--- src/logic/exe_pkg.sv ---
//######################################################################
// Shared widths, latencies, opcodes and bus structs of the execute stage
// Latencies count cycles from the accepting edge to writeback valid
// The reservation window must cover the longest latency (the divider)
//######################################################################
`default_nettype none

package exe_pkg;

    localparam int XLEN      = 32;
    localparam int REG_W     = 5;
    localparam int SHAMT_W   = $clog2(XLEN);
    localparam int LAT_ALU   = 1;
    localparam int LAT_MUL   = 3;
    localparam int LAT_DIV   = 34;
    localparam int SB_DEPTH  = LAT_DIV;
    localparam int STEP_W    = $clog2(XLEN + 1);       // Divider step counter
    localparam int DIV_CNT_W = $clog2(LAT_DIV + 1);    // Divider busy countdown

    typedef enum logic [4:0] {
        ADD, SUB, AND, OR, XOR, SLT, SLTU, SLL, SRL, SRA,
        MUL, MULH, MULHU,
        DIV, DIVU, REM, REMU,
        BEQ, BNE, BLT, BGE, BLTU, BGEU, JAL
    } exe_op_e;

    typedef enum logic [1:0] {
        UNIT_ALU,
        UNIT_BRANCH,
        UNIT_MUL,
        UNIT_DIV
    } exe_unit_e;

    typedef struct packed {
        exe_op_e            op;
        logic [REG_W-1:0]   rd;
        logic [XLEN-1:0]    rs1_data;
        logic [XLEN-1:0]    rs2_data;
        logic [XLEN-1:0]    imm;
        logic               use_imm;    // Immediate replaces rs2
        logic [XLEN-1:0]    pc;
        logic               use_pc;     // PC replaces rs1
        logic               pred_taken;
        logic [XLEN-1:0]    pred_target;
    } exe_issue_t;

    typedef struct packed {
        logic               valid;
        logic [REG_W-1:0]   rd;
        logic [XLEN-1:0]    result;
    } exe_wb_t;

    typedef struct packed {
        logic               valid;
        logic               taken;
        logic [XLEN-1:0]    target;
        logic               mispredict;
    } exe_bres_t;

    // Steering of an opcode to its functional unit
    function automatic exe_unit_e exe_unit_of(exe_op_e op);
        case (op)
            MUL, MULH, MULHU:                       return UNIT_MUL;
            DIV, DIVU, REM, REMU:                   return UNIT_DIV;
            BEQ, BNE, BLT, BGE, BLTU, BGEU, JAL:    return UNIT_BRANCH;
            default:                                return UNIT_ALU;
        endcase
    endfunction

endpackage

`default_nettype wire

--- src/logic/exe_alu.sv ---
//######################################################################
// Single-cycle integer ALU, purely combinational
// Shift amount is taken from the low bits of operand b only
// Non-ALU opcodes give zero, the caller registers the result
//######################################################################
`timescale 1ns/1ps
`default_nettype none

module exe_alu import exe_pkg::*; (
    input  exe_op_e         op_i,
    input  logic [XLEN-1:0] a_i,
    input  logic [XLEN-1:0] b_i,
    output logic [XLEN-1:0] result_o
);

    logic [SHAMT_W-1:0] shamt;

    assign shamt = b_i[SHAMT_W-1:0];

    always_comb begin
        result_o = '0;
        case (op_i)
            ADD: result_o = a_i + b_i;
            SUB: result_o = a_i - b_i;
            AND: result_o = a_i & b_i;
            OR:  result_o = a_i | b_i;
            XOR: result_o = a_i ^ b_i;
            SLT: begin
                // Signed compare
                result_o = {{(XLEN-1){1'b0}}, ($signed(a_i) < $signed(b_i))};
            end
            SLTU: begin
                result_o = {{(XLEN-1){1'b0}}, (a_i < b_i)};
            end
            SLL: result_o = a_i << shamt;
            SRL: result_o = a_i >> shamt;
            SRA: result_o = $signed(a_i) >>> shamt;   // Sign fill
            default: begin
                result_o = '0;
            end
        endcase
    end

endmodule

`default_nettype wire

--- src/logic/exe_branch.sv ---
//######################################################################
// Branch resolver, compares rs1 with rs2 and checks the prediction
// Result is registered, bres_o is valid one cycle after start_i
// A not-taken branch resolves to pc+4, JAL is always taken
//######################################################################
`timescale 1ns/1ps
`default_nettype none

module exe_branch import exe_pkg::*; (
    input  logic        clk_i,
    input  logic        rst_i,
    input  logic        kill_i,
    input  logic        start_i,
    input  exe_issue_t  issue_i,
    output exe_bres_t   bres_o
);

    logic               taken;
    logic [XLEN-1:0]    target;
    logic               mispredict;

    always_comb begin
        case (issue_i.op)
            BEQ:  taken = (issue_i.rs1_data == issue_i.rs2_data);
            BNE:  taken = (issue_i.rs1_data != issue_i.rs2_data);
            BLT:  taken = ($signed(issue_i.rs1_data) < $signed(issue_i.rs2_data));
            BGE:  taken = ($signed(issue_i.rs1_data) >= $signed(issue_i.rs2_data));
            BLTU: taken = (issue_i.rs1_data < issue_i.rs2_data);
            BGEU: taken = (issue_i.rs1_data >= issue_i.rs2_data);
            JAL:  taken = 1'b1;
            default: taken = 1'b0;
        endcase
        target     = taken ? (issue_i.pc + issue_i.imm) : (issue_i.pc + XLEN'(4));
        // Wrong direction, or right direction with a wrong target
        mispredict = (taken != issue_i.pred_taken) ||
                     (taken && (target != issue_i.pred_target));
    end

    always_ff @(posedge clk_i) begin
        if (rst_i || kill_i) begin
            bres_o.valid <= 1'b0;
        end else begin
            bres_o.valid <= start_i;
        end
        if (start_i) begin
            bres_o.taken      <= taken;
            bres_o.target     <= target;
            bres_o.mispredict <= mispredict;
        end
    end

endmodule

`default_nettype wire

--- src/logic/exe_mul.sv ---
//######################################################################
// Three-stage pipelined 32x32 multiplier, one issue per cycle
// MULH is signed by signed, MULHU unsigned, no MULHSU support
// kill_i drops every operation in flight
//######################################################################
`timescale 1ns/1ps
`default_nettype none

module exe_mul import exe_pkg::*; (
    input  logic             clk_i,
    input  logic             rst_i,
    input  logic             kill_i,
    input  logic             start_i,
    input  exe_op_e          op_i,
    input  logic [XLEN-1:0]  a_i,
    input  logic [XLEN-1:0]  b_i,
    input  logic [REG_W-1:0] rd_i,
    output exe_wb_t          wb_o
);

    logic                    s1_valid_q;
    logic [REG_W-1:0]        s1_rd_q;
    logic                    s1_hi_q;
    logic signed [XLEN:0]    s1_a_q;       // One extra bit for sign or zero extension
    logic signed [XLEN:0]    s1_b_q;
    logic                    s2_valid_q;
    logic [REG_W-1:0]        s2_rd_q;
    logic                    s2_hi_q;
    logic [2*XLEN-1:0]       s2_prod_q;
    logic                    sext;

    assign sext = (op_i == MULH);

    always_ff @(posedge clk_i) begin
        if (rst_i || kill_i) begin
            s1_valid_q <= 1'b0;
            s2_valid_q <= 1'b0;
            wb_o.valid <= 1'b0;
        end else begin
            s1_valid_q <= start_i;
            s2_valid_q <= s1_valid_q;
            wb_o.valid <= s2_valid_q;
        end
        // Stage 1, operand capture
        s1_rd_q   <= rd_i;
        s1_hi_q   <= (op_i != MUL);
        s1_a_q    <= {sext && a_i[XLEN-1], a_i};
        s1_b_q    <= {sext && b_i[XLEN-1], b_i};
        // Stage 2, full product in 64 bits
        s2_rd_q   <= s1_rd_q;
        s2_hi_q   <= s1_hi_q;
        s2_prod_q <= s1_a_q * s1_b_q;
        // Stage 3, half select
        wb_o.rd     <= s2_rd_q;
        wb_o.result <= s2_hi_q ? s2_prod_q[2*XLEN-1:XLEN] : s2_prod_q[XLEN-1:0];
    end

endmodule

`default_nettype wire

--- src/logic/exe_div.sv ---
//######################################################################
// Radix-2 restoring divider, one operation at a time
// Result valid 34 cycles after start_i, start only while IDLE
// Divide by zero and signed overflow follow the RISC-V rules
//######################################################################
`timescale 1ns/1ps
`default_nettype none

module exe_div import exe_pkg::*; (
    input  logic             clk_i,
    input  logic             rst_i,
    input  logic             kill_i,
    input  logic             start_i,
    input  exe_op_e          op_i,
    input  logic [XLEN-1:0]  a_i,
    input  logic [XLEN-1:0]  b_i,
    input  logic [REG_W-1:0] rd_i,
    output exe_wb_t          wb_o
);

    typedef enum logic [1:0] {DIV_IDLE, DIV_RUN, DIV_DONE} div_state_e;

    div_state_e         state_q;
    logic [STEP_W-1:0]  cnt_q;
    logic [XLEN-1:0]    quo_q;     // Dividend shifts out, quotient shifts in
    logic [XLEN-1:0]    rem_q;
    logic [XLEN-1:0]    dvs_q;
    logic               q_neg_q, r_neg_q, is_rem_q, zero_q;
    logic [REG_W-1:0]   rd_q;
    logic [XLEN-1:0]    res_q;
    logic               signed_op, a_neg, b_neg, last_step;
    logic [XLEN-1:0]    a_mag, b_mag, q_fix, r_fix;
    logic [XLEN:0]      shifted, diff;

    always_comb begin
        signed_op = (op_i == DIV) || (op_i == REM);
        a_neg     = signed_op && a_i[XLEN-1];
        b_neg     = signed_op && b_i[XLEN-1];
        a_mag     = a_neg ? -a_i : a_i;
        b_mag     = b_neg ? -b_i : b_i;
        last_step = (cnt_q == STEP_W'(XLEN));
        shifted   = {rem_q, quo_q[XLEN-1]};
        diff      = shifted - {1'b0, dvs_q};
        // Min / -1 needs no special case, the magnitudes already wrap right
        q_fix     = zero_q ? '1 : (q_neg_q ? -quo_q : quo_q);
        r_fix     = r_neg_q ? -rem_q : rem_q;   // x % 0 gives x back
    end

    always_ff @(posedge clk_i) begin
        if (rst_i || kill_i) begin
            state_q <= DIV_IDLE;
        end else begin
            case (state_q)
                DIV_IDLE: if (start_i) state_q <= DIV_RUN;
                DIV_RUN:  if (last_step) state_q <= DIV_DONE;
                default:  state_q <= DIV_IDLE;
            endcase
        end
    end

    always_ff @(posedge clk_i) begin
        if (state_q == DIV_IDLE && start_i) begin
            quo_q    <= a_mag;
            rem_q    <= '0;
            dvs_q    <= b_mag;
            cnt_q    <= '0;
            q_neg_q  <= a_neg ^ b_neg;
            r_neg_q  <= a_neg;
            is_rem_q <= (op_i == REM) || (op_i == REMU);
            zero_q   <= (b_i == '0);
            rd_q     <= rd_i;
        end else if (state_q == DIV_RUN) begin
            if (!last_step) begin
                quo_q <= {quo_q[XLEN-2:0], !diff[XLEN]};
                rem_q <= diff[XLEN] ? shifted[XLEN-1:0] : diff[XLEN-1:0];   // Restore
                cnt_q <= cnt_q + 1'b1;
            end else begin
                res_q <= is_rem_q ? r_fix : q_fix;
            end
        end
    end

    assign wb_o.valid  = (state_q == DIV_DONE);
    assign wb_o.rd     = rd_q;
    assign wb_o.result = res_q;

    // Issue logic must hold divides back until the unit is free
    a_start_idle: assert property (@(posedge clk_i) disable iff (rst_i)
        start_i |-> state_q == DIV_IDLE);

endmodule

`default_nettype wire

--- src/logic/exe_scoreboard.sv ---
//######################################################################
// Writeback slot reservations for the shared result port
// Bit k of the vector marks a writeback k+1 cycles ahead
// Only one divide may be outstanding at any time
//######################################################################
`timescale 1ns/1ps
`default_nettype none

module exe_scoreboard import exe_pkg::*; (
    input  logic clk_i,
    input  logic rst_i,
    input  logic kill_i,
    input  logic take_alu_i,
    input  logic take_mul_i,
    input  logic take_div_i,
    output logic slot_free_alu_o,
    output logic slot_free_mul_o,
    output logic div_idle_o
);

    logic [SB_DEPTH-1:0]  resv_q;
    logic [SB_DEPTH-1:0]  resv_set;
    logic [DIV_CNT_W-1:0] div_left_q;   // Cycles until the divide's slot has passed

    always_comb begin
        resv_set              = '0;
        resv_set[LAT_ALU-1]   = take_alu_i;
        resv_set[LAT_MUL-1]   = take_mul_i;
        resv_set[LAT_DIV-1]   = take_div_i;
    end

    always_ff @(posedge clk_i) begin
        if (rst_i || kill_i) begin
            resv_q     <= '0;
            div_left_q <= '0;
        end else begin
            resv_q <= (resv_q | resv_set) >> 1;    // Window moves one cycle on
            if (take_div_i) begin
                div_left_q <= DIV_CNT_W'(LAT_DIV);
            end else if (div_left_q != '0) begin
                div_left_q <= div_left_q - 1'b1;
            end
        end
    end

    assign slot_free_alu_o = !resv_q[LAT_ALU-1];
    assign slot_free_mul_o = !resv_q[LAT_MUL-1];
    assign div_idle_o      = (div_left_q == '0);

    // Stage must never issue into a slot that is already taken
    a_no_double_resv: assert property (@(posedge clk_i) disable iff (rst_i)
        (resv_q & resv_set) == '0);

endmodule

`default_nettype wire

--- src/logic/exe_stage.sv ---
//######################################################################
// Execute stage top, ALU, branch, multiplier and divider
// Writeback has no back-pressure, the register file always accepts
// kill_i drops everything accepted before that edge
//######################################################################
`timescale 1ns/1ps
`default_nettype none

module exe_stage import exe_pkg::*; (
    input  logic        clk_i,
    input  logic        rst_i,
    input  logic        kill_i,
    input  logic        issue_valid_i,
    input  exe_issue_t  issue_i,
    output logic        issue_ready_o,
    output exe_wb_t     wb_o,
    output exe_bres_t   bres_o
);

    logic [XLEN-1:0] opa, opb, alu_res;
    exe_unit_e       unit;
    logic            is_jal, accept;
    logic            take_alu, take_mul, take_div, take_br;
    logic            slot_free_alu, slot_free_mul, div_idle;
    exe_wb_t         alu_wb_q, mul_wb, div_wb;

    assign opa    = issue_i.use_pc  ? issue_i.pc  : issue_i.rs1_data;
    assign opb    = issue_i.use_imm ? issue_i.imm : issue_i.rs2_data;
    assign unit   = exe_unit_of(issue_i.op);
    assign is_jal = (issue_i.op == JAL);

    always_comb begin
        case (unit)
            UNIT_ALU:    issue_ready_o = slot_free_alu;
            UNIT_BRANCH: issue_ready_o = !is_jal || slot_free_alu;   // JAL writes pc+4
            UNIT_MUL:    issue_ready_o = slot_free_mul;
            default:     issue_ready_o = div_idle;
        endcase
        if (kill_i) issue_ready_o = 1'b0;
    end

    assign accept   = issue_valid_i && issue_ready_o;
    assign take_alu = accept && ((unit == UNIT_ALU) || is_jal);
    assign take_br  = accept && (unit == UNIT_BRANCH);
    assign take_mul = accept && (unit == UNIT_MUL);
    assign take_div = accept && (unit == UNIT_DIV);

    exe_scoreboard u_sb (.clk_i, .rst_i, .kill_i, .take_alu_i(take_alu), .take_mul_i(take_mul),
        .take_div_i(take_div), .slot_free_alu_o(slot_free_alu),
        .slot_free_mul_o(slot_free_mul), .div_idle_o(div_idle));
    exe_alu u_alu (.op_i(issue_i.op), .a_i(opa), .b_i(opb), .result_o(alu_res));
    exe_branch u_br (.clk_i, .rst_i, .kill_i, .start_i(take_br), .issue_i, .bres_o);
    exe_mul u_mul (.clk_i, .rst_i, .kill_i, .start_i(take_mul), .op_i(issue_i.op),
        .a_i(opa), .b_i(opb), .rd_i(issue_i.rd), .wb_o(mul_wb));
    exe_div u_div (.clk_i, .rst_i, .kill_i, .start_i(take_div), .op_i(issue_i.op),
        .a_i(opa), .b_i(opb), .rd_i(issue_i.rd), .wb_o(div_wb));

    always_ff @(posedge clk_i) begin
        if (rst_i || kill_i) begin
            alu_wb_q.valid <= 1'b0;
        end else begin
            alu_wb_q.valid <= take_alu;
        end
        if (take_alu) begin
            alu_wb_q.rd     <= issue_i.rd;
            alu_wb_q.result <= is_jal ? (issue_i.pc + XLEN'(4)) : alu_res;
        end
    end

    always_comb begin
        if (alu_wb_q.valid)     wb_o = alu_wb_q;
        else if (mul_wb.valid)  wb_o = mul_wb;
        else if (div_wb.valid)  wb_o = div_wb;
        else                    wb_o = '0;
    end

    // Scoreboard keeps the three result sources apart
    a_wb_onehot: assert property (@(posedge clk_i) disable iff (rst_i)
        $onehot0({alu_wb_q.valid, mul_wb.valid, div_wb.valid}));

endmodule

`default_nettype wire

--- config.mk ---
export PLATFORM = sky130hd
export DESIGN_NAME = exe_stage
export DESIGN_NICKNAME = d
export VERILOG_FILES = /design/src/logic/exe_pkg.sv /design/src/logic/exe_alu.sv /design/src/logic/exe_branch.sv /design/src/logic/exe_mul.sv /design/src/logic/exe_div.sv /design/src/logic/exe_scoreboard.sv /design/src/logic/exe_stage.sv
export SDC_FILE = /design/constraint.sdc
export NUM_CORES = 2
export LEC_CHECK = 0
export CORE_MARGIN = 10
export CORE_UTILIZATION = 26
export CTS_CLUSTER_DIAMETER = 100
export CTS_CLUSTER_SIZE = 30
export DETAILED_ROUTE_END_ITERATION = 8
export DONT_BUFFER_PORTS = 1
export PLACE_DENSITY_LB_ADDON = 0.2
export RECOVER_POWER = 100
export SLEW_MARGIN = 10
export SYNTH_ARGS = -nofsm -noshare
export SYNTH_HDL_FRONTEND = slang
export SYNTH_SLANG_ARGS = --single-unit
export TNS_END_PERCENT = 1
--- constraint.sdc ---
create_clock -name clk_i -period 18.78 [get_ports clk_i]
set_clock_uncertainty 0.05 [all_clocks]
set_input_delay 1.878 -clock clk_i [delete_from_list [all_inputs] [get_ports clk_i]]
set_output_delay 1.878 -clock clk_i [all_outputs]
set_load 0.02 [all_outputs]
* Yosys cells after proc, flatten, opt, wreduce, memory -nomap -nowiden *
Memory sizes are Yosys's and may differ from the RTL's.
Index checks and enable logic that the tools add are counted.

word-level totals
  register bits after elaboration = 440
  memory bits (read-only) = 64
  input bits = 177
  output and inout port bits = 74
  word-level logic and storage cells = 158
  memories kept = 1

memories
  memory           depth  bits a word  read ports  clocked after memory_dff  write ports  line           RTL
  (no name shown)  32     2            1           0                         0            exe_pkg.sv:62  case (op)

operators by class
  $add $sub $neg = 11
  multiply operators = 1
  order comparisons = 6
  equality and inequality tests = 34
  shift-type cells = 3
  multiplexer cells = 27
  bitwise gates (word level) = 7
  reductions and logical operators = 34

operators by type and width
  operator                                              count
  2-to-1 mux 32 bit                                     15
  case mux 32 bit (10 select lines)                     1
  less-than comparator 32 bit                           4
  negation 32 bit                                       4
  2-to-1 mux 38 bit                                     3
  adder 32 bit                                          2
  greater-or-equal comparator 32 bit                    2
  multiplier 33 x 33 -> 64 bit                          1
  inequality test 32 bit                                2
  equality test 5 bit (second input constant)           8
  bitwise OR 34 bit                                     1
  subtractor 33 x 32 -> 33 bit                          1
  adder 32 x 3 -> 32 bit (second input constant)        1
  AND 32 bit                                            1
  equality test 32 bit                                  1
  logical NOT 32 bit                                    1
  bitwise OR 32 bit                                     1
  left shift 32 x 5 -> 32 bit                           1
  >> shifter 32 x 5 -> 32 bit                           1
  >>> shifter 32 x 5 -> 32 bit                          1
  subtractor 32 bit                                     1
  bitwise XOR 32 bit                                    1
  equality test 5 x 4 -> 1 bit (second input constant)  5
  equality test 5 x 3 -> 1 bit (second input constant)  4
  30 further kinds                                      60

* Depth between registers and ports, before layout *
  word-level depth = 10
  mapped depth = 30
  mapped depth without buffers = 29

* Cells and area by module *
Synthesis repeated with hierarchy kept, for this count alone.

unflattened totals
  cells, all modules = 7,883
  area total of the unflattened synthesis = 70,720.3 um^2

by module, submodules not included
  module          times used  cells an instance  area an instance (um^2)  seq. area each (um^2)
  exe_mul         1           4,361              42,263.0                 3,643.5
  exe_div         1           1,068              9,800.6                  3,953.8
  exe_alu         1           1,272              8,560.7                  0.0
  exe_branch      1           636                5,202.5                  1,041.0
  exe_stage       1           438                3,666.0                  1,131.1
  exe_scoreboard  1           108                1,227.4                  780.7

* Worst setup path before layout *
No wires, ideal clock.

  path kind = flip-flop to flip-flop
  from = register u_mul.s1_b_q[0]
  to = register u_mul.s2_prod_q[63]
  library setup time = 72 ps
  arrival = 7,832 ps
  required time = 18,658 ps
  path slack = 10,825 ps
  stages on the path, launching flop included = 30
  buffers on the path = 1
  period minus slack after synthesis = 7,955 ps
  path through = dfxtp_1 -> clkbuf_1 -> and2_1 -> fa_1 -> inv_1 -> fa_1 -> inv_1 -> fa_1 -> inv_1 -> fa_1 -> fa_1 -> inv_1 -> fa_1 -> fa_1 -> inv_1 -> fa_1 -> inv_1 -> ha_1 -> a2111oi_2 -> o2111ai_1 -> a21oi_1 -> nor3_1 -> nor4_1 -> o31ai_1 -> a221oi_1 -> o21ai_0 -> o41ai_2 -> o21ai_0 -> a21oi_1 -> xnor2_1

between the ends
  word-level cells in the longest chain between the ends = 1

ends and longest elaborated chain
  element                       line           RTL
  from (decl)                   exe_mul.sv:25  logic signed [XLEN:0] s1_b_q;
  from (signal assigned)        exe_mul.sv:48  s1_b_q <= {sext && b_i[XLEN-1], b_i};
  multiplier 33 x 33 -> 64 bit  exe_mul.sv:52  s2_prod_q <= s1_a_q * s1_b_q;
  to (signal assigned)          exe_mul.sv:52
  to (decl)                     exe_mul.sv:29  logic [2*XLEN-1:0] s2_prod_q;

No other way between the ends.
A chain may end at the register's enable or synchronous reset.

* Worst setup path in the final report *
  from = register u_mul.s1_a_q[0]
  to = register u_mul.s2_prod_q[63]

between the ends
  word-level cells in the longest chain between the ends = 1

ends and longest elaborated chain
  element                       line           RTL
  from (decl)                   exe_mul.sv:24  logic signed [XLEN:0] s1_a_q;
  from (signal assigned)        exe_mul.sv:47  s1_a_q <= {sext && a_i[XLEN-1], a_i};
  multiplier 33 x 33 -> 64 bit  exe_mul.sv:52

No other way between the ends.

==> reports/results.md <==
| Result | This run |
| --- | --- |
| Multi-input gate area | 51,260 µm² |
| Worst min-delay path category | reg2reg |
| Vias | 53,910 |
| 1st-pass router iterations | 6 |
| Post-synthesis share of cell area spent on full adders, half adders and majority gates | 0.4073 |
| Post-synth cell types | 97 |
| Critical-path cell with the highest stage delay | clkbuf_1 |
| Worst-skew pair later-pin latency | 0.69 ns |
| Largest net degree at the start of global routing | 77 |
| Yosys warns | 0 |
| Count of flip-flops with a built-in enable after synthesis | 176 |
| Row count | 187 |
| Number of buffer and inverter instances along the worst setup path | 7 |
| WL per Instance | 24.39 µm |
| Combinational family with the most area after synthesis | adder cells |
| Commonest cells after routing, fill and taps aside | inv_1 (1,278), fa_1 (1,129), nand2_1 (902) |
| Postcts setup bufs | 0 |
| Synthesized net count | 9,353 |
| Category of the worst setup path capture point | flop |
| Initial antenna violation count | 24 |
| Critical Path Most Common Cell | fa_1 |
| Highest clock rate | 92.85 MHz |
| Seq/Total Area, Yosys | 0.1548 |
| Fill cell total of the finished layout | 28,000 |
| Critical Path Stages | 29 |
| Worst stage delay on the critical path | 1.18 ns |
| Proportion of synthesized area in mux cells | 0.02721 |
| Hold Crit Depth | 0 |
| Count of cells resized by post-cts repair | 0 |
| Critical path startpoint | u_mul.s1_a_q[0] |
| Flop2flop setup slack | 8.01 ns |
| Area of the die | 283,000 µm² |
| Setup crit start kind | flop |
| CORE AREA | 260,200 µm² |
| GRT Overall Usage | 0.1840 |
| Data arrival time of the critical path | 11.26 ns |
| CTS hold repair buffers | 0 |
| Total grt overflow | 0 |
| Post-synthesis async set-or-reset flop share | 0 |
| Post-layout min period | 10.77 ns |
| Startpoint of the worst register-to-register path | u_mul.s1_a_q[0] |
| Die Y-Extent | 532.0 µm |
| Max-cap violation count | 31 |
| Initial core utilization | 0.2619 |
| Xor and xnor fraction of the mapped netlist area | 0.04190 |
| Number of storage elements in the synthesis netlist | 439 |
| Area overhead of the layout relative to synthesis | 7.201% |
| Post-detail-place hpwl | 211,300 µm |
| Slew Limit Fails | 950 |
| Remaining max-slew budget at the tightest pin | -1.384 |
| Number of global-route vias before repair | 57,000 |
| Routability-driven placement congestion ratio | 0.9391 |
| Worst Max-Slew Pin Slew | 3.575 ns |
| R2R depth | 29 |
| Number of top-level design ports | 251 |
| Num CTS Buffers | 27 |
| Post-Synthesis Mean Instance Area | 8.925 µm² |
| Top Family by Delay on Critical Path | adder cells |
| Capture point of the worst reg-to-reg path | u_mul.s2_prod_q[63] |
| Outcome | finished, violations left |
| Final Net Count | 9,147 |
| Unrepaired setup endpoints after global routing | no |
| Number of nets still failing antenna checks after routing | 0 |
| Clock tree from TritonCTS | yes |
| Post-synthesis cell count | 7,635 |
| Final WL | 267,100 µm |
| DRC Markers | 0 |
| Critical path start-end classification | reg2reg |
| CTS clk-pin slew, worst paths | 0.12 ns |
| First-pass GRT wire length | 394,900 µm |
| Startpoint of the tightest hold check path | u_mul.s1_rd_q[4] |
| Failing checks | max-capacitance violations, max-slew violations |
| Clk sink count | 439 |
| Proportion of layout cells with a drive suffix above 1 | 0.02926 |
| Die X-Extent | 532.0 µm |
| Critical path required time | 19.26 ns |
| Initial DRC count | 4,135 |
| Post-Synth Simple-Gate Area | 0.1630 |
| Largest fanout of any net on the critical path | 21 |
| Register cell area after layout | 10,550 µm² |
| Compound-gate portion of the synthesized area | 0.1124 |
| Endpoints failing hold | 0 |
| Deepest clock path buffer count | 3 |
| CTS root buf | clkbuf_16 |
| Count of final setup violators | 0 |
| Setup tns final | 0 ns |
| Core utilization of the finished layout | 0.2808 |
| Total standard cell area after synthesis | 68,140 µm² |
| Top_reg_cell synth | dfxtp_1 |
| Most common cell after layout, fill and taps aside | inv_1 |
| H-tree depth | 1 |
| Drt via density | 4.922 |
| Hold path endpoint | u_mul.s2_rd_q[4] |
| Number of port buffers | 0 |
| Share of the cycle needed by the critical path after routing | 0.5735 |
==> routing by layer <==
metal,track usage,share of wire,vias to the layer above
met2,0.3127,0.48,1873
met5,0,0.000049,-
met3,0.03274,0.066,378
met4,0.06387,0.041,2
met1,0.2344,0.42,27700
li1,-,-,23960
==> cell usage after synthesis, drive strengths merged, types with 23 or more instances <==
cell type / n / area share
or3: 36 / 0.0033
nor2: 338 / 0.019
a221oi: 38 / 0.0049
and3: 32 / 0.0029
inv: 1281 / 0.071
nor2b: 51 / 0.0047
a21o: 63 / 0.0069
o31ai: 33 / 0.0036
nand2b: 45 / 0.0041
mux2i: 135 / 0.020
xor2: 116 / 0.015
clkbuf: 356 / 0.020
mux2: 44 / 0.0073
nand2: 903 / 0.050
o22ai: 27 / 0.0025
a31oi: 43 / 0.0039
o221ai: 25 / 0.0032
o211ai: 29 / 0.0032
o21a: 27 / 0.0030
nor3: 73 / 0.0054
dfxtp: 263 / 0.077
a22oi: 82 / 0.0090
and2: 588 / 0.054
nor4: 23 / 0.0021
a211oi: 51 / 0.0056
buf: 39 / 0.0028
edfxtp: 176 / 0.078
o21ai: 319 / 0.023
ha: 412 / 0.076
xnor2: 198 / 0.025
nand4: 31 / 0.0028
o21bai: 32 / 0.0035
a21oi: 287 / 0.021
nand3: 107 / 0.0079
fa: 1129 / 0.33
==> state kept, by name, indices dropped and copies added (netlist names), 2 cells and up <==
name	cells
u_mul.wb_o	38
u_div.rem_q	32
alu_wb_q	38
u_sb.resv_q	33
u_div.state_q	2
u_div.res_q	32
u_div.dvs_q	32
u_div.quo_q	32
u_mul.s1_a_q	33
u_mul.s1_b_q	33
u_mul.s1_rd_q	5
u_div.cnt_q	6
u_mul.s2_prod_q	64
u_mul.s2_rd_q	5
u_br.bres_o	35
u_div.rd_q	5
u_sb.div_left_q	6
==> metrics by stage <==
step	hold slack [ns]	instance area [µm²]	setup slack (ns)	std cells
after floorplan	0.2596	68140	10.83	7635
after global placement	0.2598	72270	9.532	10900
after detailed placement	0.2635	72270	9.517	10900
after CTS	0.2843	73350	9.404	10950
after global routing	0.2973	73040	7.306	10950
final	0.2842	73050	8.010	10950
==> cells by family after synthesis <==
kind of cell,count (synthesis)
flip-flops,439
multiplexers,179
buffers and inverters,1677
XOR/XNOR,318
adder cells (fa/ha/maj),1541
AO/OA/AOI/OAI,1189
AND/OR/NAND/NOR,2292
==> how the worst max path moves through the flow <==
stage | slack, ns | to
4_1_cts | 9.40 | u_mul.s2_prod_q[63]
3_3_place_gp | 9.53 | u_mul.s2_prod_q[63]
3_5_place_dp | 9.52 | u_mul.s2_prod_q[63]
5_1_grt | 7.31 | u_mul.s2_prod_q[63]
6_report | 8.01 | u_mul.s2_prod_q[63]
2_1_floorplan | 10.83 | u_mul.s2_prod_q[63]
==> cell type report <==
class,instances,share of cell area
multi-input cells,5519,0.7017
inverters,1282,0.06587
flip-flops and latches,439,0.1445
clock inverters,19,0.005327
well taps,3496,0.05988
diodes,6,0.0002055
clock buffers,31,0.009454
repair buffers,160,0.01315
==> worst reg2reg max path: cells and delay by family, from the launching register on <==
kind | cells | cell delay (ns)
adder cells (fa/ha/maj) | 9 | 3.64
XOR/XNOR | 1 | 0.08
flip-flops | 1 | 0.33
buffers and inverters | 7 | 2.50
AND/OR/NAND/NOR | 3 | 0.89
AO/OA/AOI/OAI | 9 | 3.13
Power is left out: the tool's default activity adds up to more than one toggle a clock period on the data nets, which glitch-free logic cannot reach.
